===== config.mk =====
export PLATFORM = sky130hd
export DESIGN_NAME = busMux_flat
export DESIGN_NICKNAME = d
export VERILOG_FILES = /design/src/verilog/cpuPkg.sv /design/src/verilog/busSourcesIf.sv /design/src/verilog/busMux.sv /design/src/flat_wrapper.sv
export SDC_FILE = /design/constraint.sdc
export NUM_CORES = 1
export LEC_CHECK = 0
export BUFFER_PORTS_ARGS = -buffer_cell sky130_fd_sc_hd__buf_2
export CAP_MARGIN = 25
export CORE_AREA = 3 3 127 129
export DETAILED_ROUTE_END_ITERATION = 6
export DIE_AREA = 0 0 130 132
export PLACE_DENSITY = 0.5
export SETUP_SLACK_MARGIN = 0.1
export SYNTH_ARGS = -nofsm -noshare
export SYNTH_HDL_FRONTEND = slang
export SYNTH_SLANG_ARGS = --single-unit

===== constraint.sdc =====
create_clock -name vclk -period 0.8
set_input_delay 0.04 -clock vclk [all_inputs]
set_output_delay 0.04 -clock vclk [all_outputs]
set_load 0.005 [all_outputs]

===== src/verilog/cpuPkg.sv =====
package cpuPkg;

    parameter int DataWidth = 32;    // Default datapath word width
    parameter int AddrWidth = 9;     // Default RAM address width for 512 words
    parameter int NumRegs = 16;      // General purpose registers R0..R15
    parameter int InstrWidth = 32;   // Instruction word as held in IR
    parameter int ImmWidth = 19;     // Immediate field of the branch/immediate form
    parameter int ShamtWidth = 5;    // Shift amount taken from the bus

    typedef enum logic [4:0] {
        OpAdd = 5'b00011,
        OpSub = 5'b00100,
        OpAnd = 5'b00101,
        OpOr  = 5'b00110,
        OpShr = 5'b00111,
        OpShl = 5'b01001,
        OpMul = 5'b01111,
        OpNeg = 5'b10001,
        OpNot = 5'b10010
    } aluOp_t;

    // Same instruction bits read as register form or branch/immediate form
    typedef union packed {
        struct packed {
            logic [4:0]  op;
            logic [3:0]  ra;
            logic [3:0]  rb;
            logic [3:0]  rc;
            logic [14:0] unused;
        } regForm;
        struct packed {
            logic [4:0]  op;
            logic [3:0]  ra;
            logic [1:0]  c2;       // Branch condition code
            logic [1:0]  unused;
            logic [18:0] imm;
        } immForm;
    } instrWord_t;

endpackage


===== src/verilog/busSourcesIf.sv =====
`timescale 1ns/1ps

interface busSourcesIf #(
    parameter int DataWidth = cpuPkg::DataWidth
);

    logic [DataWidth-1:0] regWord;
    logic [DataWidth-1:0] pcWord;
    logic [DataWidth-1:0] mdrWord;
    logic [DataWidth-1:0] zHiWord;
    logic [DataWidth-1:0] zLoWord;
    logic [DataWidth-1:0] hiWord;
    logic [DataWidth-1:0] loWord;
    logic [DataWidth-1:0] inportWord;
    logic [DataWidth-1:0] cWord;
    logic [DataWidth-1:0] busValue;   // Shared bus seen by every register

    modport mux (
        input  regWord, pcWord, mdrWord, zHiWord, zLoWord,
        input  hiWord, loWord, inportWord, cWord,
        output busValue
    );
    modport regSrc   (output regWord, input busValue);
    modport instrSrc (output pcWord, cWord, input busValue);
    modport aluSrc   (output zHiWord, zLoWord, hiWord, loWord, input busValue);
    modport memSrc   (output mdrWord, input busValue);
    modport ioSrc    (output inportWord, input busValue);

endinterface


===== src/verilog/busMux.sv =====
`timescale 1ns/1ps

module busMux (
    input logic      Clock,
    input logic      rstN,
    busSourcesIf.mux bus,
    input logic      hiOut,
    input logic      loOut,
    input logic      zHiOut,
    input logic      zLoOut,
    input logic      pcOut,
    input logic      mdrOut,
    input logic      inportOut,
    input logic      cOut,
    input logic      regOut
);

    // Enabled sources are OR-ed together, so an idle bus reads zero
    always_comb begin
        bus.busValue = '0;
        if (hiOut) bus.busValue |= bus.hiWord;
        if (loOut) bus.busValue |= bus.loWord;
        if (zHiOut) bus.busValue |= bus.zHiWord;
        if (zLoOut) bus.busValue |= bus.zLoWord;
        if (pcOut) bus.busValue |= bus.pcWord;
        if (mdrOut) bus.busValue |= bus.mdrWord;
        if (inportOut) bus.busValue |= bus.inportWord;
        if (cOut) bus.busValue |= bus.cWord;
        if (regOut) bus.busValue |= bus.regWord;
    end

    // Controller must never drive two sources in one cycle
    assert property (@(posedge Clock) disable iff (!rstN)
        $onehot0({hiOut, loOut, zHiOut, zLoOut, pcOut, mdrOut, inportOut, cOut, regOut}))
        else $error("busMux: more than one bus source enabled");

endmodule


===== src/flat_wrapper.sv =====
// flat-port wrapper written by rule: the top's interface ports become plain ports
module busMux_flat 
  (Clock, rstN, hiOut, loOut, zHiOut, zLoOut, pcOut, mdrOut, inportOut, cOut, regOut, bus_regWord, bus_pcWord, bus_mdrWord, bus_zHiWord, bus_zLoWord, bus_hiWord, bus_loWord, bus_inportWord, bus_cWord, bus_busValue);
  busSourcesIf bus_i ();
  input logic Clock;
  input logic rstN;
  input logic hiOut;
  input logic loOut;
  input logic zHiOut;
  input logic zLoOut;
  input logic pcOut;
  input logic mdrOut;
  input logic inportOut;
  input logic cOut;
  input logic regOut;
  input wire logic [$bits(bus_i.regWord)-1:0] bus_regWord;
  input wire logic [$bits(bus_i.pcWord)-1:0] bus_pcWord;
  input wire logic [$bits(bus_i.mdrWord)-1:0] bus_mdrWord;
  input wire logic [$bits(bus_i.zHiWord)-1:0] bus_zHiWord;
  input wire logic [$bits(bus_i.zLoWord)-1:0] bus_zLoWord;
  input wire logic [$bits(bus_i.hiWord)-1:0] bus_hiWord;
  input wire logic [$bits(bus_i.loWord)-1:0] bus_loWord;
  input wire logic [$bits(bus_i.inportWord)-1:0] bus_inportWord;
  input wire logic [$bits(bus_i.cWord)-1:0] bus_cWord;
  output wire logic [$bits(bus_i.busValue)-1:0] bus_busValue;
  assign bus_i.regWord = bus_regWord;
  assign bus_i.pcWord = bus_pcWord;
  assign bus_i.mdrWord = bus_mdrWord;
  assign bus_i.zHiWord = bus_zHiWord;
  assign bus_i.zLoWord = bus_zLoWord;
  assign bus_i.hiWord = bus_hiWord;
  assign bus_i.loWord = bus_loWord;
  assign bus_i.inportWord = bus_inportWord;
  assign bus_i.cWord = bus_cWord;
  assign bus_busValue = bus_i.busValue;
  busMux u_core (.Clock(Clock), .rstN(rstN), .bus(bus_i), .hiOut(hiOut), .loOut(loOut), .zHiOut(zHiOut), .zLoOut(zLoOut), .pcOut(pcOut), .mdrOut(mdrOut), .inportOut(inportOut), .cOut(cOut), .regOut(regOut));
endmodule

==> impl_metrics.env <==
export IMPL_status="finished, violations left"
export IMPL_violations="negative setup slack"
export IMPL_path_buf_inv=3
export IMPL_hold_class="primary input to primary output"
export IMPL_slew_headroom_pct=77.2
export IMPL_yosys_warnings=0
export IMPL_critPathTopFamily="compound AO/OA/AOI/OAI gates"
export IMPL_insertedDiodeCount=0
export IMPL_max_cap_violations=0
export IMPL_synthXorXnorAreaFrac_pct=0
export IMPL_synth_top_area_share_pct=25.2
export IMPL_grt_max_degree=19
export IMPL_layout_setup_ws_ns=-0.290
export IMPL_end_kind="primary output"
export IMPL_finalHoldViolations=0
export IMPL_hpwl_mm=11.2
export IMPL_yosysSeqAreaShare_pct=0
export IMPL_period_share_pct=136
export IMPL_die_area_um2=17200
export IMPL_highest_layer="met4"
export IMPL_routedLengthMet1_mm=5.76
export IMPL_synth_cell_type_count=10
export IMPL_vias=3495
export IMPL_synth_compound_area_share_pct=80.3
export IMPL_ioPinCount=331
export IMPL_hp_start="bus_inportWord[1]"
export IMPL_start_kind="primary input"
export IMPL_synth_top_family_by_area="compound AO/OA/AOI/OAI gates"
export IMPL_crit_type="primary input to primary output"
export IMPL_totalWireLength_mm=14.6
export IMPL_grt_usage_pct=14.3
export IMPL_netlist_area_um2=1610
export IMPL_wl_met2_mm=7.50
export IMPL_grt_pass1_wl_mm=19.1
export IMPL_die_h_um=132
export IMPL_crit_chain="buf_12 -> buf_12 -> a22o_1 -> a221oi_2 -> nand3_1 -> buf_2"
export IMPL_yosys_area_top_type="a221oi_2"
export IMPL_core_area_um2=15100
export IMPL_syn_nets=486
export IMPL_wl_per_cell_um=20.6
export IMPL_nets=825
export IMPL_avgSynthCellArea_um2=8.59
export IMPL_regArea_um2=0
export IMPL_drive_gt1_share_pct=76.0
export IMPL_synthMuxAreaShare_pct=0
export IMPL_yosys_area_share_simple_pct=9.97
export IMPL_irDropWorstVdd_mv=0.197
export IMPL_initial_utilization_pct=10.6
export IMPL_postRouteAntennaNets=0
export IMPL_grt_setup_unrepaired="true"
export IMPL_synth_fa_ha_area_share_pct=0
export IMPL_crit_start="pcOut"
export IMPL_clkbuf_count=0
export IMPL_dr_wl_met3_mm=1.29
export IMPL_grt_pass1_vias=3435
export IMPL_num_rows=45
export IMPL_hold_buffers=0
export IMPL_hold_worst_slack_ns=0.363
export IMPL_cp_max_fo=8
export IMPL_slowest_stage="a221oi_2"
export IMPL_cp_common_cell="buf_12"
export IMPL_drc=0
export IMPL_cp_slowest_stage_delay_ns=0.27
export IMPL_syn_inst=187
export IMPL_firstDrtPassIters=6
export IMPL_dpl_worst_slack_ns=-0.274
export IMPL_die_w_um=130
export IMPL_antenna_found_initial=0
export IMPL_viasPerCell=4.91
export IMPL_worstPathArrival_ns=1.05
export IMPL_place_congestion=0.859
export IMPL_port_buffers=329
export IMPL_synth_area_top_cells="a221oi_2, a222oi_1, a22o_1"
export IMPL_grt_ovfl_total=0
export IMPL_area_growth_pct=154
export IMPL_slew_viol_final=0
export IMPL_fmax_ghz=0.917
export IMPL_powerDensity_nw_per_um2=547
export IMPL_drt_iter0_markers=344
export IMPL_worstMarginPinSlew_ns=0.341
export IMPL_setup_viol=32
export IMPL_fin_crit_ns=1.09
export IMPL_n_fill_cell=1670
export IMPL_seq_cells=0
export IMPL_required_ns=0.76
export IMPL_leakagePower_nw=2.01
-- synthesized netlist by cell type --
cell type	number
clkbuf_1	10
buf_2	11
a22oi_1	32
buf_6	5
buf_4	1
nand3_1	32
a221oi_1	5
a222oi_1	32
a221oi_2	27
a22o_1	32
-- layout by cell type, fill, tap and decap left out --
cell type | synthesis | final
buf_8 | 0 | 1
a222oi_1 | 32 | 32
a22oi_1 | 32 | 30
a22o_1 | 32 | 32
buf_6 | 5 | 1
a22oi_2 | 0 | 2
buf_16 | 0 | 4
clkbuf_16 | 0 | 4
buf_12 | 0 | 22
buf_2 | 11 | 323
buf_4 | 1 | 9
a221oi_2 | 27 | 32
nand3_1 | 32 | 32
-- stage by stage --
stage | setup TNS [ns] | cell area, µm² | cells | utilization [%] | power (mW)
final | -6.11 | 4090 | 712 | 27.0 | 2.24
after global routing | -7.57 | 4090 | 712 | 27.0 | 2.39
after CTS | -6.30 | 3950 | 707 | 26.1 | 2.15
after detailed placement | -7.73 | 3680 | 697 | 24.3 | 1.96
after global placement | -7.52 | 3680 | 697 | 24.3 | 1.96
after floorplan | 0 | 1610 | 187 | - | 0.749
-- cell families (layout without fill, tap and decap cells) --
family,after synthesis,after routing
compound gates,128,128
simple gates,32,32
buf+inv,27,364
-- layout make-up --
class                      count  area [µm²]  share of cell area, %
multi-input combinational    160        1490                   36.5
tap                          188         235                   5.75
timing repair buffer         364        2360                   57.8
-- per-layer routing --
metal | track usage (%) | vias up
met3 | 1.34 | 10
met2 | 27.9 | 247
met1 | 17.3 | 1629
li1 | - | 1609
met4 | 1.15 | 0
met5 | 0 | -
-- worst paths after layout --
check	to	depth (start not counted)	slack, ns
worst max-delay path	bus_busValue[24]	6	-0.29
worst min-delay path	bus_busValue[1]	4	0.36
-- where the power goes --
| part | internal, mW | total, mW | switching [mW] |
|---|---|---|---|
| Sequential | 0 | 0 | 0 |
| Combinational | 1.29 | 2.24 | 0.946 |
| Clock | 0 | 0 | 0 |
| Total | 1.29 | 2.24 | 0.946 |
-- timing repair --
item | in CTS | in global routing
pin swaps | 32 | 21
setup buffers | 6 | 1
endpoints found under the setup margin | 32 | 32
resized for setup | 31 | 8
cloned | 4 | 4
Note: power is estimated with default switching activity, not from simulation.
