### src/verilog/cpuPkg.sv
package cpuPkg;

    parameter int DataWidth = 32;    // Default datapath word width
    parameter int AddrWidth = 9;     // Default RAM address width for 512 words
    parameter int NumRegs = 16;      // General purpose registers R0..R15
    parameter int InstrWidth = 32;   // Instruction word as held in IR
    parameter int ImmWidth = 19;     // Immediate field of the branch/immediate form
    parameter int ShamtWidth = 5;    // Shift amount taken from the bus

    typedef enum logic [4:0] {
        OpAdd = 5'b00011,
        OpSub = 5'b00100,
        OpAnd = 5'b00101,
        OpOr  = 5'b00110,
        OpShr = 5'b00111,
        OpShl = 5'b01001,
        OpMul = 5'b01111,
        OpNeg = 5'b10001,
        OpNot = 5'b10010
    } aluOp_t;

    // Same instruction bits read as register form or branch/immediate form
    typedef union packed {
        struct packed {
            logic [4:0]  op;
            logic [3:0]  ra;
            logic [3:0]  rb;
            logic [3:0]  rc;
            logic [14:0] unused;
        } regForm;
        struct packed {
            logic [4:0]  op;
            logic [3:0]  ra;
            logic [1:0]  c2;       // Branch condition code
            logic [1:0]  unused;
            logic [18:0] imm;
        } immForm;
    } instrWord_t;

endpackage

### src/verilog/busSourcesIf.sv
`timescale 1ns/1ps

interface busSourcesIf #(
    parameter int DataWidth = cpuPkg::DataWidth
);

    logic [DataWidth-1:0] regWord;
    logic [DataWidth-1:0] pcWord;
    logic [DataWidth-1:0] mdrWord;
    logic [DataWidth-1:0] zHiWord;
    logic [DataWidth-1:0] zLoWord;
    logic [DataWidth-1:0] hiWord;
    logic [DataWidth-1:0] loWord;
    logic [DataWidth-1:0] inportWord;
    logic [DataWidth-1:0] cWord;
    logic [DataWidth-1:0] busValue;   // Shared bus seen by every register

    modport mux (
        input  regWord, pcWord, mdrWord, zHiWord, zLoWord,
        input  hiWord, loWord, inportWord, cWord,
        output busValue
    );
    modport regSrc   (output regWord, input busValue);
    modport instrSrc (output pcWord, cWord, input busValue);
    modport aluSrc   (output zHiWord, zLoWord, hiWord, loWord, input busValue);
    modport memSrc   (output mdrWord, input busValue);
    modport ioSrc    (output inportWord, input busValue);

endinterface

### src/verilog/registerFile.sv
`timescale 1ns/1ps

module registerFile #(
    parameter int DataWidth = cpuPkg::DataWidth
) (
    input logic               Clock,
    input logic               rstN,
    input logic               gra,
    input logic               grb,
    input logic               grc,
    input logic               rIn,
    input logic               rOut,
    input logic               baOut,
    input cpuPkg::instrWord_t ir,
    busSourcesIf.regSrc       bus
);

    import cpuPkg::*;

    localparam int IdxWidth = $clog2(NumRegs);

    logic [DataWidth-1:0] regs [NumRegs];
    logic [IdxWidth-1:0]  selIdx;

    // One of the three IR fields picks the register
    assign selIdx = ({IdxWidth{gra}} & ir.regForm.ra)
                  | ({IdxWidth{grb}} & ir.regForm.rb)
                  | ({IdxWidth{grc}} & ir.regForm.rc);

    always_ff @(posedge Clock or negedge rstN) begin
        if (!rstN) begin
            for (int i = 0; i < NumRegs; i++) begin
                regs[i] <= '0;
            end
        end else if (rIn) begin
            regs[selIdx] <= bus.busValue;
        end
    end

    always_comb begin
        if (baOut && selIdx == '0) begin
            bus.regWord = '0;               // R0 reads zero in base address form
        end else if (rOut || baOut) begin
            bus.regWord = regs[selIdx];
        end else begin
            bus.regWord = '0;
        end
    end

    // An ambiguous field select would write or read the wrong register
    assert property (@(posedge Clock) disable iff (!rstN)
        (rIn || rOut || baOut) |-> $onehot0({gra, grb, grc}))
        else $error("registerFile: more than one register field select");

endmodule

### src/flat_wrapper.sv
// flat-port wrapper written by rule: the top's interface ports become plain ports
module registerFile_flat import cpuPkg::*;
#(
    parameter int DataWidth = cpuPkg::DataWidth
)
  (Clock, rstN, gra, grb, grc, rIn, rOut, baOut, ir, bus_regWord, bus_busValue);
  busSourcesIf #(.DataWidth(DataWidth)) bus_i ();
  input logic Clock;
  input logic rstN;
  input logic gra;
  input logic grb;
  input logic grc;
  input logic rIn;
  input logic rOut;
  input logic baOut;
  input cpuPkg::instrWord_t ir;
  output wire logic [$bits(bus_i.regWord)-1:0] bus_regWord;
  input wire logic [$bits(bus_i.busValue)-1:0] bus_busValue;
  assign bus_regWord = bus_i.regWord;
  assign bus_i.busValue = bus_busValue;
  registerFile #(.DataWidth(DataWidth)) u_core (.Clock(Clock), .rstN(rstN), .gra(gra), .grb(grb), .grc(grc), .rIn(rIn), .rOut(rOut), .baOut(baOut), .ir(ir), .bus(bus_i));
endmodule
### config.mk
export PLATFORM = sky130hd
export DESIGN_NAME = registerFile_flat
export DESIGN_NICKNAME = d
export VERILOG_FILES = /design/src/verilog/cpuPkg.sv /design/src/verilog/busSourcesIf.sv /design/src/verilog/registerFile.sv /design/src/flat_wrapper.sv
export SDC_FILE = /design/constraint.sdc
export NUM_CORES = 1
export LEC_CHECK = 0
export BUFFER_PORTS_ARGS = -buffer_cell sky130_fd_sc_hd__buf_4
export CELL_PAD_IN_SITES_DETAIL_PLACEMENT = 1
export CELL_PAD_IN_SITES_GLOBAL_PLACEMENT = 2
export CORE_MARGIN = 4
export CORE_UTILIZATION = 40
export CTS_BUF_LIST = sky130_fd_sc_hd__clkbuf_4 sky130_fd_sc_hd__clkbuf_8 sky130_fd_sc_hd__clkbuf_16
export DETAILED_ROUTE_END_ITERATION = 16
export PLACE_DENSITY = 0.79
export SYNTH_ARGS = -nofsm -noshare
export SYNTH_HDL_FRONTEND = slang
export SYNTH_SLANG_ARGS = --single-unit
### constraint.sdc
create_clock -name Clock -period 2 [get_ports Clock]
set_input_delay 0.1 -clock Clock [delete_from_list [all_inputs] [get_ports Clock]]
set_output_delay 0.1 -clock Clock [all_outputs]
set_load 0.03 [all_outputs]
==> flow_summary.ini <==
[min_path]
whs_endpoint = u_core.regs[136]
min_path_type = in -> reg
holdPathStages = 4
min_from = rIn

[critical_path]
rr_endpoint = u_core.regs[262]
timing.rr.start = u_core.regs[262]
cp-start-kind = input port
path_class = in -> out
arrival_ns = 2.33
reg2reg_depth = 1
crit_required_ns = 1.90
crit_path_end_kind = output port
path_max_fanout = 8
rrSetupSlack_ns = 1.14

[grt]
first_global_vias = 17900
grt.overflow.total = 0
track_usage_pct = 22.1
grt_pass1_wl_mm = 110
grt_max_degree = 82
antenna_found_initial = 1

[routing]
drt-pass1-iter-count = 5
drt_iter0_drc = 881
wl_per_cell_um = 25.4
via_count = 16300
drt-total-wl_mm = 72.5
detail_route.vias_per_cell = 5.73
drtAntennaViolNets = 0
drc_errors = 0

[place]
place_hpwl_mm = 42.0
place.gp.congestion = 0.753
placed_area_sq_um = 27000
pre_cts_slack_ns = -0.661
port_buffers = 83

[floorplan]
die_area_sq_um = 63600
coreArea_sq_um = 59000
die_w_um = 252
io_pins = 104
chipHeight_um = 252
rows = 89
initial_core_util_pct = 40.4

[sta]
fin_crit_sh_pct = 121
hold_violations = 0
setup-violations-final = 33
maxSlewHeadroom_pct = 59.1
worst_slack_ns = -0.426
fmax_ghz = 0.412
tightestPinTransition_ns = 0.613
skew_ns = 0
grt_setup_unrepaired = yes
period_minus_slack_ns = 2.43
slew_viol_final = 0

[pwr]
p_sw_w = 0.0104
p_seq_share_pct = 44.3
comb_power_share_pct = 25.5
sw_frac_of_total_pct = 29.2
clockPowerShare_pct = 30.2
power_leakage_nw = 13.2
power_density_nw_per_um2 = 1160
internal-power_w = 0.0252
peakVddDrop_mv = 0.847

[clock_tree]
clk_path_buf_depth = 3
cts_root_buf = clkbuf_16
clk_pin_slew_ns = 0.06
htreeDepth = 2
cts_made_buffers = 56
cts_tree = yes
cts.sinks = 512
insertion_delay_ns = 0.60

[logic_synthesis]
seq_area_frac_synth_pct = 53.7
syn_area_per_cell_sq_um = 12.9
synthesis.area_sq_um = 23900
syn_nets = 1917
ys_seq_elements = 512
ys_warn_count = 0
synth_cells = 1845
ys_types = 26

[status]
outcome = finished, violations left
violations = setup timing

[finish]
fill_cells = 5759
reg.largest.list = u_core.regs x512
regArea_sq_um = 12800
final_nets = 2103
synthToLayoutAreaGrowth_pct = 28.2
layout-drive-gt1-share_pct = 46.9
n_antenna_cell = 0
multi_input_area_sq_um = 11200
top_register = u_core.regs
fin_area_sq_um = 30600
largest_reg_flops = 512

[run]
max-cap-violations = 0
power by group through the flow:
stage / clock [W] / combinational (W) / sequential (W)
floorplan: 0 / 0.00602 / 0.0152
global placement: 0 / 0.00777 / 0.0155
detailed placement: 0 / 0.00817 / 0.0158
CTS: 0.0110 / 0.00874 / 0.0157
global route: 0.0114 / 0.00985 / 0.0161
finish: 0.0107 / 0.00909 / 0.0158
critical path, stage by stage:
cell and delay [ns]:
buf_6 0.10, buf_6 0.11, a222oi_1 0.59, buf_4 0.25, buf_6 0.12, and2_4 0.17, nand4_1 0.14, o21ai_4 0.13
buf_12 0.17, buf_16 0.18, nor3_4 0.08, buf_6 0.15
stage by stage:
step	hold WS, ns	util, %	TNS [ns]	total power (W)	cells
finish	0.223	51.8	-11.75	0.0356	2851
global route	0.223	51.8	-12.25	0.0374	2851
CTS	0.200	50.8	-10.51	0.0354	2833
detailed placement	0.0643	45.7	-264.95	0.0240	2677
global placement	0.0643	45.7	-258.70	0.0233	2677
floorplan	-0.196	-	-0.120	0.0212	1845
worst max-delay path by stage:
stage	cells after the start	startpoint	slack (ns)	to
detailed placement	10	gra	-0.66	bus_regWord[16]
global placement	10	gra	-0.65	bus_regWord[16]
finish	12	gra	-0.43	bus_regWord[11]
floorplan	8	grc	-0.01	bus_regWord[0]
CTS	12	gra	-0.39	bus_regWord[24]
global route	12	gra	-0.44	bus_regWord[11]
cells by family (layout without fill, tap and decap cells):
group,after synthesis,count (layout),synth area share (%)
compound gates,328,328,9.01
buf+inv,175,408,3.10
flops,512,512,53.7
mux,640,640,29.5
simple gates,190,190,4.64
per-layer routing:
metal / up-vias / routed length, um / share of wire, % / global-route usage, %
met3: 125 / 2350 / 3.2 / 2.94
met4: 2 / 1980 / 2.7 / 7.00
met5: - / 7 / 0.0097 / 0
met1: 8771 / 31900 / 44 / 29.3
li1: 7158 / - / - / -
met2: 286 / 36200 / 50 / 37.9
layout by cell type (no fill, tap or decap), types with 4 or more instances in the layout:
cell	synthesis	final
inv_6	0	5
nor3_2	0	4
o22ai_2	0	17
a21oi_1	129	127
clkbuf_16	0	63
a22oi_1	95	82
clkinv_2	0	11
nand2b_1	126	125
buf_12	0	56
clkbuf_8	0	20
a211oi_2	0	20
a222oi_1	4	4
nand2_1	9	8
nand4_1	4	4
mux2_1	35	35
dfrtp_1	512	512
a221oi_1	31	11
bufbuf_16	0	5
nor2_4	0	6
nor3_4	0	32
o22ai_1	31	14
mux2_2	477	477
dlygate4sd3_1	0	35
buf_16	0	9
a211oi_1	32	12
buf_8	0	6
buf_6	0	45
buf_4	0	141
a221oi_2	0	20
clkbuf_4	0	10
a22oi_2	0	13
mux2i_1	128	126
repair_timing:
item,4_1_cts,5_1_grt
gates cloned,8,6
endpoints found under the setup margin,41,58
hold endpoints to repair,1024,0
setup buffers,8,12
resized for setup,81,72
pin swaps,27,28
hold buffers,35,0
cell type report:
cell class,count,area share (%)
clock inverter,18,0.520
clock buffer,87,5.81
sequential,512,41.9
timing repair buffer,303,12.1
tap,773,3.16
multi-input combinational,1158,36.6
cell usage after synthesis:
master,count,share of area [%]
nand2_1,9,0.14
dfrtp_1,512,54
a31oi_1,1,0.026
and2_1,1,0.026
buf_2,66,1.4
a221oi_1,31,1.1
o22ai_1,31,0.81
a211o_1,2,0.073
or2_2,1,0.026
or4b_1,2,0.084
nand3_1,2,0.042
a211oi_1,32,1.0
nor2_1,7,0.11
mux2_2,477,23
nor3_1,38,0.80
a22oi_1,95,3.0
buf_1,4,0.063
mux2i_1,128,5.4
clkbuf_1,105,1.7
a21o_1,2,0.063
nand2b_1,126,3.3
nand4_1,4,0.10
a222oi_1,4,0.17
a21oi_1,129,2.7
o21ai_1,1,0.021
mux2_1,35,1.7
No activity file was read; power rests on OpenSTA's default activity.
