## src/verilog/cpuPkg.sv

```systemverilog
package cpuPkg;

    parameter int DataWidth = 32;    // Default datapath word width
    parameter int AddrWidth = 9;     // Default RAM address width for 512 words
    parameter int NumRegs = 16;      // General purpose registers R0..R15
    parameter int InstrWidth = 32;   // Instruction word as held in IR
    parameter int ImmWidth = 19;     // Immediate field of the branch/immediate form
    parameter int ShamtWidth = 5;    // Shift amount taken from the bus

    typedef enum logic [4:0] {
        OpAdd = 5'b00011,
        OpSub = 5'b00100,
        OpAnd = 5'b00101,
        OpOr  = 5'b00110,
        OpShr = 5'b00111,
        OpShl = 5'b01001,
        OpMul = 5'b01111,
        OpNeg = 5'b10001,
        OpNot = 5'b10010
    } aluOp_t;

    // Same instruction bits read as register form or branch/immediate form
    typedef union packed {
        struct packed {
            logic [4:0]  op;
            logic [3:0]  ra;
            logic [3:0]  rb;
            logic [3:0]  rc;
            logic [14:0] unused;
        } regForm;
        struct packed {
            logic [4:0]  op;
            logic [3:0]  ra;
            logic [1:0]  c2;       // Branch condition code
            logic [1:0]  unused;
            logic [18:0] imm;
        } immForm;
    } instrWord_t;

endpackage

```

## src/verilog/busSourcesIf.sv

```systemverilog
`timescale 1ns/1ps

interface busSourcesIf #(
    parameter int DataWidth = cpuPkg::DataWidth
);

    logic [DataWidth-1:0] regWord;
    logic [DataWidth-1:0] pcWord;
    logic [DataWidth-1:0] mdrWord;
    logic [DataWidth-1:0] zHiWord;
    logic [DataWidth-1:0] zLoWord;
    logic [DataWidth-1:0] hiWord;
    logic [DataWidth-1:0] loWord;
    logic [DataWidth-1:0] inportWord;
    logic [DataWidth-1:0] cWord;
    logic [DataWidth-1:0] busValue;   // Shared bus seen by every register

    modport mux (
        input  regWord, pcWord, mdrWord, zHiWord, zLoWord,
        input  hiWord, loWord, inportWord, cWord,
        output busValue
    );
    modport regSrc   (output regWord, input busValue);
    modport instrSrc (output pcWord, cWord, input busValue);
    modport aluSrc   (output zHiWord, zLoWord, hiWord, loWord, input busValue);
    modport memSrc   (output mdrWord, input busValue);
    modport ioSrc    (output inportWord, input busValue);

endinterface

```

## src/verilog/aluUnit.sv

```systemverilog
`timescale 1ns/1ps

module aluUnit #(
    parameter int DataWidth = cpuPkg::DataWidth
) (
    input logic           Clock,
    input logic           rstN,
    input logic           yIn,
    input logic           zIn,
    input logic           hiIn,
    input logic           loIn,
    input logic           incPc,
    input cpuPkg::aluOp_t opcode,
    busSourcesIf.aluSrc   bus
);

    import cpuPkg::*;

    localparam int WideWidth = 2 * DataWidth;

    logic [DataWidth-1:0]        yReg;
    logic [DataWidth-1:0]        hiReg;
    logic [DataWidth-1:0]        loReg;
    logic [WideWidth-1:0]        zReg;
    logic [DataWidth-1:0]        lowResult;
    logic [WideWidth-1:0]        aluResult;
    logic signed [WideWidth-1:0] product;
    logic [ShamtWidth-1:0]       shamt;

    assign shamt = bus.busValue[ShamtWidth-1:0];
    assign product = $signed(yReg) * $signed(bus.busValue);   // Full signed product

    always_comb begin
        if (incPc) begin
            lowResult = bus.busValue + 1'b1;    // PC increment overrides opcode
        end else begin
            case (opcode)
                OpAdd:   lowResult = yReg + bus.busValue;
                OpSub:   lowResult = yReg - bus.busValue;
                OpAnd:   lowResult = yReg & bus.busValue;
                OpOr:    lowResult = yReg | bus.busValue;
                OpShr:   lowResult = yReg >> shamt;
                OpShl:   lowResult = yReg << shamt;
                OpMul:   lowResult = product[DataWidth-1:0];
                OpNeg:   lowResult = -bus.busValue;
                OpNot:   lowResult = ~bus.busValue;
                default: lowResult = '0;
            endcase
        end
        if (!incPc && opcode == OpMul) begin
            aluResult = product;
        end else begin
            aluResult = {{DataWidth{lowResult[DataWidth-1]}}, lowResult};
        end
    end

    always_ff @(posedge Clock or negedge rstN) begin
        if (!rstN) begin
            yReg  <= '0;
            zReg  <= '0;
            hiReg <= '0;
            loReg <= '0;
        end else begin
            if (yIn) yReg <= bus.busValue;
            if (zIn) zReg <= aluResult;
            if (hiIn) hiReg <= bus.busValue;
            if (loIn) loReg <= bus.busValue;
        end
    end

    assign bus.zHiWord = zReg[WideWidth-1:DataWidth];
    assign bus.zLoWord = zReg[DataWidth-1:0];
    assign bus.hiWord  = hiReg;
    assign bus.loWord  = loReg;

    // Z would silently capture zero for an undefined opcode
    assert property (@(posedge Clock) disable iff (!rstN)
        (zIn && !incPc) |->
            opcode inside {OpAdd, OpSub, OpAnd, OpOr, OpShr, OpShl, OpMul, OpNeg, OpNot})
        else $error("aluUnit: undefined opcode %b captured into Z", opcode);

endmodule

```

## src/flat_wrapper.sv

```systemverilog
// flat-port wrapper written by rule: the top's interface ports become plain ports
module aluUnit_flat import cpuPkg::*;
#(
    parameter int DataWidth = cpuPkg::DataWidth
)
  (Clock, rstN, yIn, zIn, hiIn, loIn, incPc, opcode, bus_zHiWord, bus_zLoWord, bus_hiWord, bus_loWord, bus_busValue);
  busSourcesIf #(.DataWidth(DataWidth)) bus_i ();
  input logic Clock;
  input logic rstN;
  input logic yIn;
  input logic zIn;
  input logic hiIn;
  input logic loIn;
  input logic incPc;
  input cpuPkg::aluOp_t opcode;
  output wire logic [$bits(bus_i.zHiWord)-1:0] bus_zHiWord;
  output wire logic [$bits(bus_i.zLoWord)-1:0] bus_zLoWord;
  output wire logic [$bits(bus_i.hiWord)-1:0] bus_hiWord;
  output wire logic [$bits(bus_i.loWord)-1:0] bus_loWord;
  input wire logic [$bits(bus_i.busValue)-1:0] bus_busValue;
  assign bus_zHiWord = bus_i.zHiWord;
  assign bus_zLoWord = bus_i.zLoWord;
  assign bus_hiWord = bus_i.hiWord;
  assign bus_loWord = bus_i.loWord;
  assign bus_i.busValue = bus_busValue;
  aluUnit #(.DataWidth(DataWidth)) u_core (.Clock(Clock), .rstN(rstN), .yIn(yIn), .zIn(zIn), .hiIn(hiIn), .loIn(loIn), .incPc(incPc), .opcode(opcode), .bus(bus_i));
endmodule
```

## config.mk

```make
export PLATFORM = sky130hd
export DESIGN_NAME = aluUnit_flat
export DESIGN_NICKNAME = d
export VERILOG_FILES = /design/src/verilog/cpuPkg.sv /design/src/verilog/busSourcesIf.sv /design/src/verilog/aluUnit.sv /design/src/flat_wrapper.sv
export SDC_FILE = /design/constraint.sdc
export NUM_CORES = 2
export LEC_CHECK = 0
export ABC_CLOCK_PERIOD_IN_PS = 7500
export CORE_MARGIN = 5
export CORE_UTILIZATION = 55
export CTS_BUF_LIST = sky130_fd_sc_hd__clkbuf_4
export DETAILED_ROUTE_END_ITERATION = 10
export DONT_BUFFER_PORTS = 1
export GPL_TIMING_DRIVEN = 0
export PLACE_DENSITY = 0.73
export SETUP_SLACK_MARGIN = 0.3
export SLEW_MARGIN = 20
export SYNTH_ARGS = -nofsm -noshare
export SYNTH_HDL_FRONTEND = slang
export SYNTH_SLANG_ARGS = --single-unit
```

## constraint.sdc

```tcl
create_clock -name Clock -period 7.5 [get_ports Clock]
set_input_delay 0.375 -clock Clock [delete_from_list [all_inputs] [get_ports Clock]]
set_output_delay 0.375 -clock Clock [all_outputs]
set_load 0.05 [all_outputs]
```

==> impl_metrics.json <==
{
  "synth_area_um2": 49760,
  "crit_required_ps": 8170,
  "synth_most_common_cell": "fa_1",
  "synth_top_area_share_pct": 43.61,
  "multi_input_area_um2": 42910,
  "synthTopCellsByArea": "fa_1, dfrtp_1, inv_1",
  "violations": "negative setup slack",
  "ys_async_sr_fraction_pct": 100.0,
  "cts_max_level": 4,
  "hold_class": "input port to register",
  "start_kind": "input port",
  "io_pins": 172,
  "first_pass_iters": 9,
  "outcome": "finished with violations",
  "cp_max_fo": 11,
  "grt_pass1_wl_um": 340500,
  "start_util_pct": 55.37,
  "die_h_um": 310.8,
  "die_w_um": 310.8,
  "synth.distinct_cells": 82,
  "cts_root_buf": "clkbuf_4",
  "postSynthCellCount": 5679,
  "finalSetupViolations": 44,
  "cts_tree": "done",
  "synth_area_leader_cell": "fa_1",
  "io_buffer_count": 0,
  "n_fill_cell": 7324,
  "wl_um": 240200,
  "post-dp-hpwl_um": 189100,
  "synthToLayoutAreaGrowth_pct": 17.83,
  "finClkSkew_ps": 56.83,
  "ys_seq_area_share_pct": 8.046,
  "clk_pin_slew_ps": 200,
  "drc": 0,
  "ys.flop_type": "dfrtp_1",
  "seq_area_um2": 4026,
  "endpoint_kind": "register",
  "critPathMaxStageDelay_ps": 1110,
  "yosys_warnings": 0,
  "rsz0062_at_grt": "yes",
  "vias": 46570,
  "setup_slack_ps": -554.6,
  "grt_max_degree": 161,
  "fmax_ghz": 0.1242,
  "clkLatencyLatePin_ps": 770,
  "gp_congestion": 1.183,
  "cts_buffer_depth": 2,
  "routed_via_density": 6.493,
  "fin_crit_sh_pct": 107.4,
  "fp-row-count": 110,
  "wire_per_inst_um": 33.48,
  "numCtsBuffers": 17,
  "grt_usage_pct": 49.05,
  "crit_slowest_cell": "clkbuf_1",
  "ys_ff_latch": 160,
  "worst_pin_slew_ps": 1452,
  "path_common_cell": "fa_1",
  "syn_avg_cell_area_um2": 8.762,
  "drive_above_1_share_pct": 17.93,
  "arrival_ps": 8730,
  "drv_cap": 0,
  "crit_type": "input port to register",
  "ant_nets": 0,
  "die_area_um2": 96590,
  "drtIter0Drc": 5965,
  "cts.sinks": 160,
  "max-slew-margin-rel_pct": 3.208,
  "synthTopCellsByCount": "fa_1, inv_1, nand2_1",
  "overflow": 0,
  "core_area_um2": 89870,
  "setup_tns_ps": -14270,
  "hold_viol_final": 0,
  "synth-edff-count": 0,
  "syn_nets": 7089,
  "finalMaxSlewViolations": 0,
  "antenna_found_initial": 17,
  "grt_pass1_vias": 48040,
  "final_net_count": 7370,
  "post-route-min-period_ps": 8055
}
==> stage by stage <==
stage          std cells  hold slack [ps]  setup slack (ps)  util [%]  area, um2
4_1_cts             7080            17.67            -395.8     63.63      57180
2_1_floorplan       5679            79.41            -250.0         -      50400
3_3_place_gp        6855            84.33             -3062     57.72      51870
5_1_grt             7149            2.821            -668.9     65.18      58580
3_5_place_dp        6860            83.94             -3160     57.81      51960
6_report            7172            55.19            -554.6     65.24      58630
==> flip-flops by register name (all words and copies together), names as in the netlist <==
signal / flops
u_core.zReg: 64
u_core.bus.hiWord: 32
u_core.bus.loWord: 32
u_core.yReg: 32
==> cell type report <==
class / instances / share of cell area [%]
Antenna cell: 24 / 0.1024
Tap cell: 1176 / 2.509
Inverter: 1071 / 7.206
Clock inverter: 13 / 0.2177
Multi-Input combinational cell: 4093 / 73.18
Timing Repair Buffer: 262 / 4.001
Clock buffer: 18 / 0.2305
Sequential cell: 160 / 6.867
Buffer: 355 / 5.685
==> cells by family after synthesis <==
kind of cell               count (synthesis)  synth area share [%]
buffers and inverters                   1426                 10.83
and+or+nand+nor                         1670                 13.97
AOI/OAI and AO/OA                        753                 9.693
xor gates and xnor gates                 138                 2.429
DFF                                      160                 8.046
adders and majority gates               1366                 50.70
muxes                                    166                 4.330
==> metal layers <==
layer | wire length [um] | vias up | global-route usage [%]
li1 | - | 18160 | -
met1 | 79030 | 23490 | 57.72
met2 | 99330 | 3646 | 70.56
met3 | 32530 | 1265 | 18.59
met4 | 28870 | 12 | 42.40
met5 | 396 | - | 0
==> path summary, 6_finish.rpt <==
check	startpoint	endpoint	slack, ps	cells past startpoint
worst min register to register	u_core.yReg[15]	u_core.yReg[15]	810	3
worst max-delay path	bus_busValue[16]	u_core.zReg[62]	-550	27
worst max register to register	u_core.yReg[31]	u_core.zReg[57]	-510	30
min in group asynchronous	rstN	u_core.zReg[47]	220	2
max in group asynchronous	rstN	u_core.yReg[21]	6290	2
worst min-delay path	incPc	u_core.zReg[13]	60	3
==> placed cells by master, fill, tap and decap left out, types with 38 or more instances in the layout <==
| cell type | Yosys | final |
|---|---|---|
| fa_1 | 1084 | 1038 |
| mux2_2 | 71 | 69 |
| mux2i_1 | 63 | 62 |
| buf_6 | 4 | 70 |
| clkbuf_1 | 267 | 106 |
| a21oi_1 | 201 | 147 |
| nand3_1 | 42 | 38 |
| a21oi_2 | 7 | 38 |
| a21o_1 | 58 | 55 |
| nor2_1 | 690 | 634 |
| dfrtp_1 | 160 | 142 |
| ha_1 | 282 | 238 |
| clkbuf_8 | 0 | 38 |
| clkbuf_16 | 0 | 45 |
| xnor2_1 | 98 | 84 |
| clkbuf_2 | 0 | 47 |
| and2_1 | 45 | 41 |
| fa_2 | 0 | 46 |
| inv_1 | 1043 | 989 |
| o21ai_0 | 188 | 157 |
| buf_4 | 0 | 199 |
| o22ai_1 | 41 | 38 |
| nand2_1 | 696 | 682 |
==> what timing repair did <==
item / CTS / global route
buffers inserted: 179 / 68
hold endpoints to repair: 171 / 0
gates cloned: 1 / 0
hold buffers: 9 / 0
pin swaps: 171 / 195
endpoints found under the setup margin: 56 / 51
gates resized for setup: 835 / 243
==> critical path, delay by kind of cell <==
kind | cells | cell delay, ps
and+or+nand+nor | 3 | 360
adders and majority gates | 9 | 4270
AOI/OAI and AO/OA | 9 | 1770
buffers and inverters | 6 | 1900
Power is not shown: default switching activity piles up to over one toggle a cycle in this logic, so the estimate is an artifact.
