## src/verilog/cpuPkg.sv

```systemverilog
package cpuPkg;

    parameter int DataWidth = 32;    // Default datapath word width
    parameter int AddrWidth = 9;     // Default RAM address width for 512 words
    parameter int NumRegs = 16;      // General purpose registers R0..R15
    parameter int InstrWidth = 32;   // Instruction word as held in IR
    parameter int ImmWidth = 19;     // Immediate field of the branch/immediate form
    parameter int ShamtWidth = 5;    // Shift amount taken from the bus

    typedef enum logic [4:0] {
        OpAdd = 5'b00011,
        OpSub = 5'b00100,
        OpAnd = 5'b00101,
        OpOr  = 5'b00110,
        OpShr = 5'b00111,
        OpShl = 5'b01001,
        OpMul = 5'b01111,
        OpNeg = 5'b10001,
        OpNot = 5'b10010
    } aluOp_t;

    // Same instruction bits read as register form or branch/immediate form
    typedef union packed {
        struct packed {
            logic [4:0]  op;
            logic [3:0]  ra;
            logic [3:0]  rb;
            logic [3:0]  rc;
            logic [14:0] unused;
        } regForm;
        struct packed {
            logic [4:0]  op;
            logic [3:0]  ra;
            logic [1:0]  c2;       // Branch condition code
            logic [1:0]  unused;
            logic [18:0] imm;
        } immForm;
    } instrWord_t;

endpackage

```

## src/verilog/busSourcesIf.sv

```systemverilog
`timescale 1ns/1ps

interface busSourcesIf #(
    parameter int DataWidth = cpuPkg::DataWidth
);

    logic [DataWidth-1:0] regWord;
    logic [DataWidth-1:0] pcWord;
    logic [DataWidth-1:0] mdrWord;
    logic [DataWidth-1:0] zHiWord;
    logic [DataWidth-1:0] zLoWord;
    logic [DataWidth-1:0] hiWord;
    logic [DataWidth-1:0] loWord;
    logic [DataWidth-1:0] inportWord;
    logic [DataWidth-1:0] cWord;
    logic [DataWidth-1:0] busValue;   // Shared bus seen by every register

    modport mux (
        input  regWord, pcWord, mdrWord, zHiWord, zLoWord,
        input  hiWord, loWord, inportWord, cWord,
        output busValue
    );
    modport regSrc   (output regWord, input busValue);
    modport instrSrc (output pcWord, cWord, input busValue);
    modport aluSrc   (output zHiWord, zLoWord, hiWord, loWord, input busValue);
    modport memSrc   (output mdrWord, input busValue);
    modport ioSrc    (output inportWord, input busValue);

endinterface

```

## src/verilog/ioPorts.sv

```systemverilog
`timescale 1ns/1ps

module ioPorts #(
    parameter int DataWidth = cpuPkg::DataWidth
) (
    input  logic                 Clock,
    input  logic                 rstN,
    input  logic                 inportStrobe,
    input  logic                 outportIn,
    input  logic [DataWidth-1:0] inportData,
    output logic [DataWidth-1:0] outportData,
    busSourcesIf.ioSrc           bus
);

    logic [DataWidth-1:0] inportReg;

    always_ff @(posedge Clock or negedge rstN) begin
        if (!rstN) begin
            inportReg   <= '0;
            outportData <= '0;
        end else begin
            if (inportStrobe) inportReg <= inportData;   // Sample external word
            if (outportIn) outportData <= bus.busValue;
        end
    end

    assign bus.inportWord = inportReg;

endmodule

```

## src/flat_wrapper.sv

```systemverilog
// flat-port wrapper written by rule: the top's interface ports become plain ports
module ioPorts_flat 
#(
    parameter int DataWidth = cpuPkg::DataWidth
)
  (Clock, rstN, inportStrobe, outportIn, inportData, outportData, bus_inportWord, bus_busValue);
  busSourcesIf #(.DataWidth(DataWidth)) bus_i ();
  input  logic Clock;
  input  logic rstN;
  input  logic inportStrobe;
  input  logic outportIn;
  input  logic [DataWidth-1:0] inportData;
  output logic [DataWidth-1:0] outportData;
  output wire logic [$bits(bus_i.inportWord)-1:0] bus_inportWord;
  input wire logic [$bits(bus_i.busValue)-1:0] bus_busValue;
  assign bus_inportWord = bus_i.inportWord;
  assign bus_i.busValue = bus_busValue;
  ioPorts #(.DataWidth(DataWidth)) u_core (.Clock(Clock), .rstN(rstN), .inportStrobe(inportStrobe), .outportIn(outportIn), .inportData(inportData), .outportData(outportData), .bus(bus_i));
endmodule
```

## config.mk

```make
export PLATFORM = sky130hd
export DESIGN_NAME = ioPorts_flat
export DESIGN_NICKNAME = d
export VERILOG_FILES = /design/src/verilog/cpuPkg.sv /design/src/verilog/busSourcesIf.sv /design/src/verilog/ioPorts.sv /design/src/flat_wrapper.sv
export SDC_FILE = /design/constraint.sdc
export NUM_CORES = 1
export LEC_CHECK = 0
export ABC_AREA = 0
export BUFFER_PORTS_ARGS = -buffer_cell sky130_fd_sc_hd__buf_2
export CAP_MARGIN = 20
export CELL_PAD_IN_SITES_DETAIL_PLACEMENT = 1
export CELL_PAD_IN_SITES_GLOBAL_PLACEMENT = 1
export CORE_MARGIN = 2
export CORE_UTILIZATION = 39
export DETAILED_ROUTE_END_ITERATION = 10
export GPL_TIMING_DRIVEN = 0
export PLACE_DENSITY_LB_ADDON = 0.08
export SLEW_MARGIN = 20
export SYNTH_ARGS = -nofsm -noshare
export SYNTH_HDL_FRONTEND = slang
export SYNTH_SLANG_ARGS = --single-unit
```

## constraint.sdc

```tcl
create_clock -name Clock -period 1.3 [get_ports Clock]
set_clock_uncertainty 0.1 [all_clocks]
set_input_delay 0.065 -clock Clock [delete_from_list [all_inputs] [get_ports Clock]]
set_output_delay 0.065 -clock Clock [all_outputs]
set_load 0.05 [all_outputs]
```

==> results of run 1 <==
state kept, by name (all words and copies together), names as in the netlist:
name and count:
u_core.bus.inportWord 32, u_core.outportData 32
cells by family (layout without fill, tap and decap cells):
kind of cell / Yosys count / after routing / synth area share, %
buf+inv: 8 / 221 / 5.30
flops: 64 / 64 / 59.5
mux: 64 / 64 / 35.2
power groups by stage:
stage	Combinational [mW]	Clock, mW	Sequential (mW)
after detailed placement	1.55	0	2.33
after floorplan	0.409	0	3.04
after CTS	1.71	1.81	2.30
after global placement	1.52	0	2.32
after global routing	1.79	1.89	2.33
final	1.71	1.75	2.31
layout make-up:
cell class,count,area [um2],area share [%]
plain buffers,8,143,3.29
clock buffers,11,151,3.49
clock inverters,5,55.1,1.27
multi-input cells,64,946,21.8
flip-flops and latches,64,1600,36.9
well taps,80,100,2.31
repair buffers,197,1340,30.9
per-layer routing:
layer | GRT usage [%] | wire [um] | up-vias
met3 | 4.83 | 401 | 9
li1 | - | - | 886
met2 | 35.4 | 3770 | 81
met5 | 0 | 0 | -
met4 | 7.67 | 110 | 0
met1 | 24.6 | 2960 | 972
metrics by stage:
stage / TNS (ps) / hold slack [ps] / std cells
finish: 0 / 78.3 / 429
global route: 0 / 102 / 429
CTS: 0 / 69.0 / 429
detailed placement: 0 / -104 / 346
global placement: -12330 / 195 / 345
floorplan: 0 / -331 / 136
cell usage in the layout, fill, tap and decap left out:
| cell | count |
|---|---|
| buf_2 | 128 |
| dlygate4sd3_1 | 67 |
| dfrtp_1 | 64 |
| mux2_4 | 60 |
| clkbuf_8 | 11 |
| buf_12 | 7 |
| mux2_2 | 4 |
| buf_6 | 2 |
| clkinv_2 | 2 |
| clkinvlp_4 | 2 |
| bufinv_16 | 1 |
| buf_4 | 1 |
worst paths after layout:
| check | from | end | slack (ps) | depth (start not counted) |
|---|---|---|---|---|
| max | u_core.outportData[9]$_DFFE_PN0P_ | outportData[9] | 150 | 1 |
| min | rstN | u_core.bus.inportWord[1]$_DFFE_PN0P_ | 80 | 2 |
| max reg2reg | u_core.bus.inportWord[30]$_DFFE_PN0P_ | u_core.bus.inportWord[30]$_DFFE_PN0P_ | 400 | 1 |
| min reg2reg | u_core.outportData[5]$_DFFE_PN0P_ | u_core.outportData[5]$_DFFE_PN0P_ | 400 | 1 |
| max in group asynchronous | rstN | u_core.outportData[31]$_DFFE_PN0P_ | 490 | 3 |
| min in group Clock | inportData[26] | u_core.bus.inportWord[26]$_DFFE_PN0P_ | 390 | 3 |
==> results.cfg, run 1 <==
[status]
status = complete, no violations

[cts]
h-tree-depth = 3
cts-root-buf = clkbuf_8
numCtsBuffers = 9
clk_pin_slew_ps = 80
cts_tree = built
clock_latency_ps = 330
ctsHoldBuffers = 67
clk_path_buf_depth = 2
post_cts_buffers = 0
postCtsResizedCells = 0
clock-sinks = 64

[synthesis]
yosys.area.top_type_share_pct = 59.5
syn_avg_cell_area_um2 = 19.8
synthTopCellsByCount = dfrtp_1, mux2_4, buf_12
yosys.area.top_type = dfrtp_1
ys_ff_latch = 64
synthesis.instances = 136
synth.area.top_cells = dfrtp_1, mux2_4, buf_12
syn_nets = 204
yosysMostFrequentCell = dfrtp_1
ys_seq_area_share_pct = 59.5
ys_types = 5
synth-edff-count = 0
async_flop_share_pct = 100
yosysWarningCount = 0
synth_flop_cell = dfrtp_1
syn_area_mm2 = 0.00269

[pwr]
p_leak_nw = 2.23
p_int_mw = 3.84
share_seq_of_total_power_pct = 40.0
power.share.switching_pct = 33.3
power_frac_comb_pct = 29.6
powerDensity_mw_per_mm2 = 1330
max-vdd-ir-drop_v = 0.000699
pwr-share-clk_pct = 30.3
total_power_mw = 5.76
switching_power_mw = 1.92

[setup_path]
crit_path_top_delay_cell = dfrtp_1
cp_top_family = flip-flops
cp_cell_sequence = buf_2
cpPeakStageDelay_ps = 380
required_ps = 1130
critPathArrivalTime_ps = 990
crit_type = reg2out
crit_buf_inv = 1
start_kind = flop
crit_fanout = 2
end_kind = primary output

[timing]
finalSetupViolations = 0
hold_viol = 0
post-route-period-util_pct = 88.6
relSlewSlack_pct = 76.9
slew_viol_final = 0
rsz0062_at_grt = false
tightest_slew_ps = 346
fin_ws_ps = 148
fmax_ghz = 0.868
fin_crit_ps = 1150

[cells_and_area]
final_area_mm2 = 0.00434
num_antenna_cells = 0
drive_gt1_share_pct = 62.5
fin_util_pct = 64.5
area_growth_pct = 61.2
nNetsFinal = 412
fillers = 664

[grt]
grt_max_degree = 41
grt_use_total_pct = 20.4
antenna_found_initial = 0
grt_pass1_wl_um = 11600
grt_pass1_vias = 2237
grt_overflow = 0

[floorplanning]
pin_count = 132
die_h_um = 87.1
initial_core_util_pct = 40.0
die_width_um = 87.1
row_count = 30
die_area_mm2 = 0.00758
core_area_mm2 = 0.00672

[min_path]
hold_class = in2async

[placement]
dpl.hpwl_um = 4310
place_congestion = 0.702
place_ws_ps = 420
placed_area_mm2 = 0.00346
io_buffers = 129

[routing]
wl_um = 7240
vias = 1948
first_pass_iters = 4
viasPerCell = 4.54
drt.antenna.violating_nets = 0
wire_per_inst_um = 16.9
drtIter0Drc = 34
drc = 0

[job]
maxCapViolations = 0
(Power assumes the default switching activity.)
==> run 2, diff against run 1 <==
==> constraint.sdc (replaced) <==
create_clock -name Clock -period 1.3 [get_ports Clock]
set_clock_uncertainty 0.1 [all_clocks]
set_input_delay 0.26 -clock Clock [delete_from_list [all_inputs] [get_ports Clock]]
set_output_delay 0.26 -clock Clock [all_outputs]
set_load 0.05 [all_outputs]
==> run 2 against run 1 <==
Net effect: largest cell class unchanged; fmax down 9.2%; routed wire length down 13%; register-to-register slack worse by 90 ps; flip-flop and latch count unchanged; non-clock buffer count down 65; highest routed layer unchanged; cell count down 15%; setup slack worse by 120 ps; via count down 13%; cell area down 6.4%; first-iteration DRC count down 2.9%.
==> results.cfg, run 2 (same netlist as run 1, synthesis figures left out) <==
[status]
status = complete, no violations

[cells_and_area]
regArea_mm2 = 0.00160
layout.cells.non_filler = 364
final_area_mm2 = 0.00406
fin_util_pct = 60.4
final_cell_mix = buf_2, dfrtp_1, mux2_4, buf_6, clkbuf_8
multiInputGateArea_um2 = 946
num_antenna_cells = 0
nNetsFinal = 347
fillers = 664
drive_gt1_share_pct = 77.1
area_growth_pct = 50.8

[setup_path]
start_kind = flop
crit_buf_inv = 1
cp_cell_sequence = buf_6
cpPeakStageDelay_ps = 410
crit_type = reg2out
cp_top_family = flip-flops
required_ps = 940
critPathArrivalTime_ps = 910
end_kind = primary output
crit_path_top_delay_cell = dfrtp_1
crit_fanout = 2

[min_path]
hold_class = in2reg

[pwr]
p_leak_nw = 2.08
power.share.switching_pct = 32.7
max-vdd-ir-drop_v = 0.000645
total_power_mw = 5.87
pwr-share-clk_pct = 29.8
p_int_mw = 3.95
switching_power_mw = 1.92
power_frac_comb_pct = 30.2
powerDensity_mw_per_mm2 = 1450
share_seq_of_total_power_pct = 40.0

[cts]
numCtsBuffers = 9
cts-root-buf = clkbuf_8
clk_path_buf_depth = 2
clk_pin_slew_ps = 70
clock-sinks = 64
clock_latency_ps = 340
h-tree-depth = 3
cts_tree = built

[routing]
first_pass_iters = 4
drc = 0
viasPerCell = 4.68
wl_um = 6300
drtIter0Drc = 33
vias = 1703
drt.antenna.violating_nets = 0
wire_per_inst_um = 17.3

[timing]
fmax_ghz = 0.789
hold_slack_ps = 50.1
fin_ws_ps = 31.9
post-route-period-util_pct = 97.5
tightest_slew_ps = 342
fin_tns_setup_ps = 0
rsz0062_at_grt = true
hold_viol = 0
relSlewSlack_pct = 77.2
slew_viol_final = 0
finalSetupViolations = 0
fin_crit_ps = 1270

[floorplanning]
core_area_mm2 = 0.00672
die_h_um = 87.1
row_count = 30
die_area_mm2 = 0.00758
pin_count = 132
initial_core_util_pct = 40.0
die_width_um = 87.1

[placement]
placed_area_mm2 = 0.00346
dpl.hpwl_um = 4310
io_buffers = 129
placed_cells = 346
place_ws_ps = 225
place_congestion = 0.702

[grt]
grt_max_degree = 41
grt_overflow = 0
grt_use_total_pct = 16.4
antenna_found_initial = 0
grt_pass1_vias = 1831
grt_pass1_wl_um = 9280

[job]
maxCapViolations = 0
## run 2: changes by cell type in the layout (fill, tap and decap cells not counted), sizes merged
cell | previous run | this run
dlygate4sd3 | 67 | 1
buf | 138 | 139
## run 2: worst paths after layout
kind	end	from	slack (ps)	cells past startpoint
max	bus_inportWord[10]	u_core.bus.inportWord[10]$_DFFE_PN0P_	30	1
min	u_core.outportData[29]$_DFFE_PN0P_	bus_busValue[29]	50	2
max reg2reg	u_core.outportData[22]$_DFFE_PN0P_	u_core.outportData[22]$_DFFE_PN0P_	310	2
min reg2reg	u_core.outportData[24]$_DFFE_PN0P_	u_core.outportData[24]$_DFFE_PN0P_	410	1
max in group asynchronous	u_core.bus.inportWord[30]$_DFFE_PN0P_	rstN	290	3
min in group asynchronous	u_core.bus.inportWord[5]$_DFFE_PN0P_	rstN	280	2
## run 2: final cells by class
class | instances | share of cell area, %
buffer | 8 | 3.52
clock buffer | 11 | 3.73
clock inverter | 5 | 1.36
multi-input combinational | 64 | 23.3
sequential | 64 | 39.5
tap | 80 | 2.47
timing repair buffer | 132 | 26.1
## run 2: power groups by stage
stage	logic, mW	registers (mW)	clock network, mW
floorplan	0.409	3.04	0
global placement	1.52	2.32	0
detailed placement	1.55	2.33	0
CTS	1.68	2.32	1.81
global route	1.85	2.37	1.90
finish	1.77	2.35	1.75
## run 2: what timing repair did
item | 4_1_cts | 5_1_grt
hold buffers | 1 | 0
setup buffers | 0 | 1
endpoints found under the setup margin | 64 | 55
gates resized for setup | 70 | 51
endpoints found under the hold margin | 24 | 0
## run 2: per-layer routing
metal | track usage [%] | vias up | part of all wire (%)
li1 | - | 758 | -
met1 | 20.9 | 856 | 42
met2 | 25.3 | 80 | 49
met3 | 6.07 | 9 | 7.7
met4 | 6.39 | 0 | 1.3
met5 | 0 | - | 0
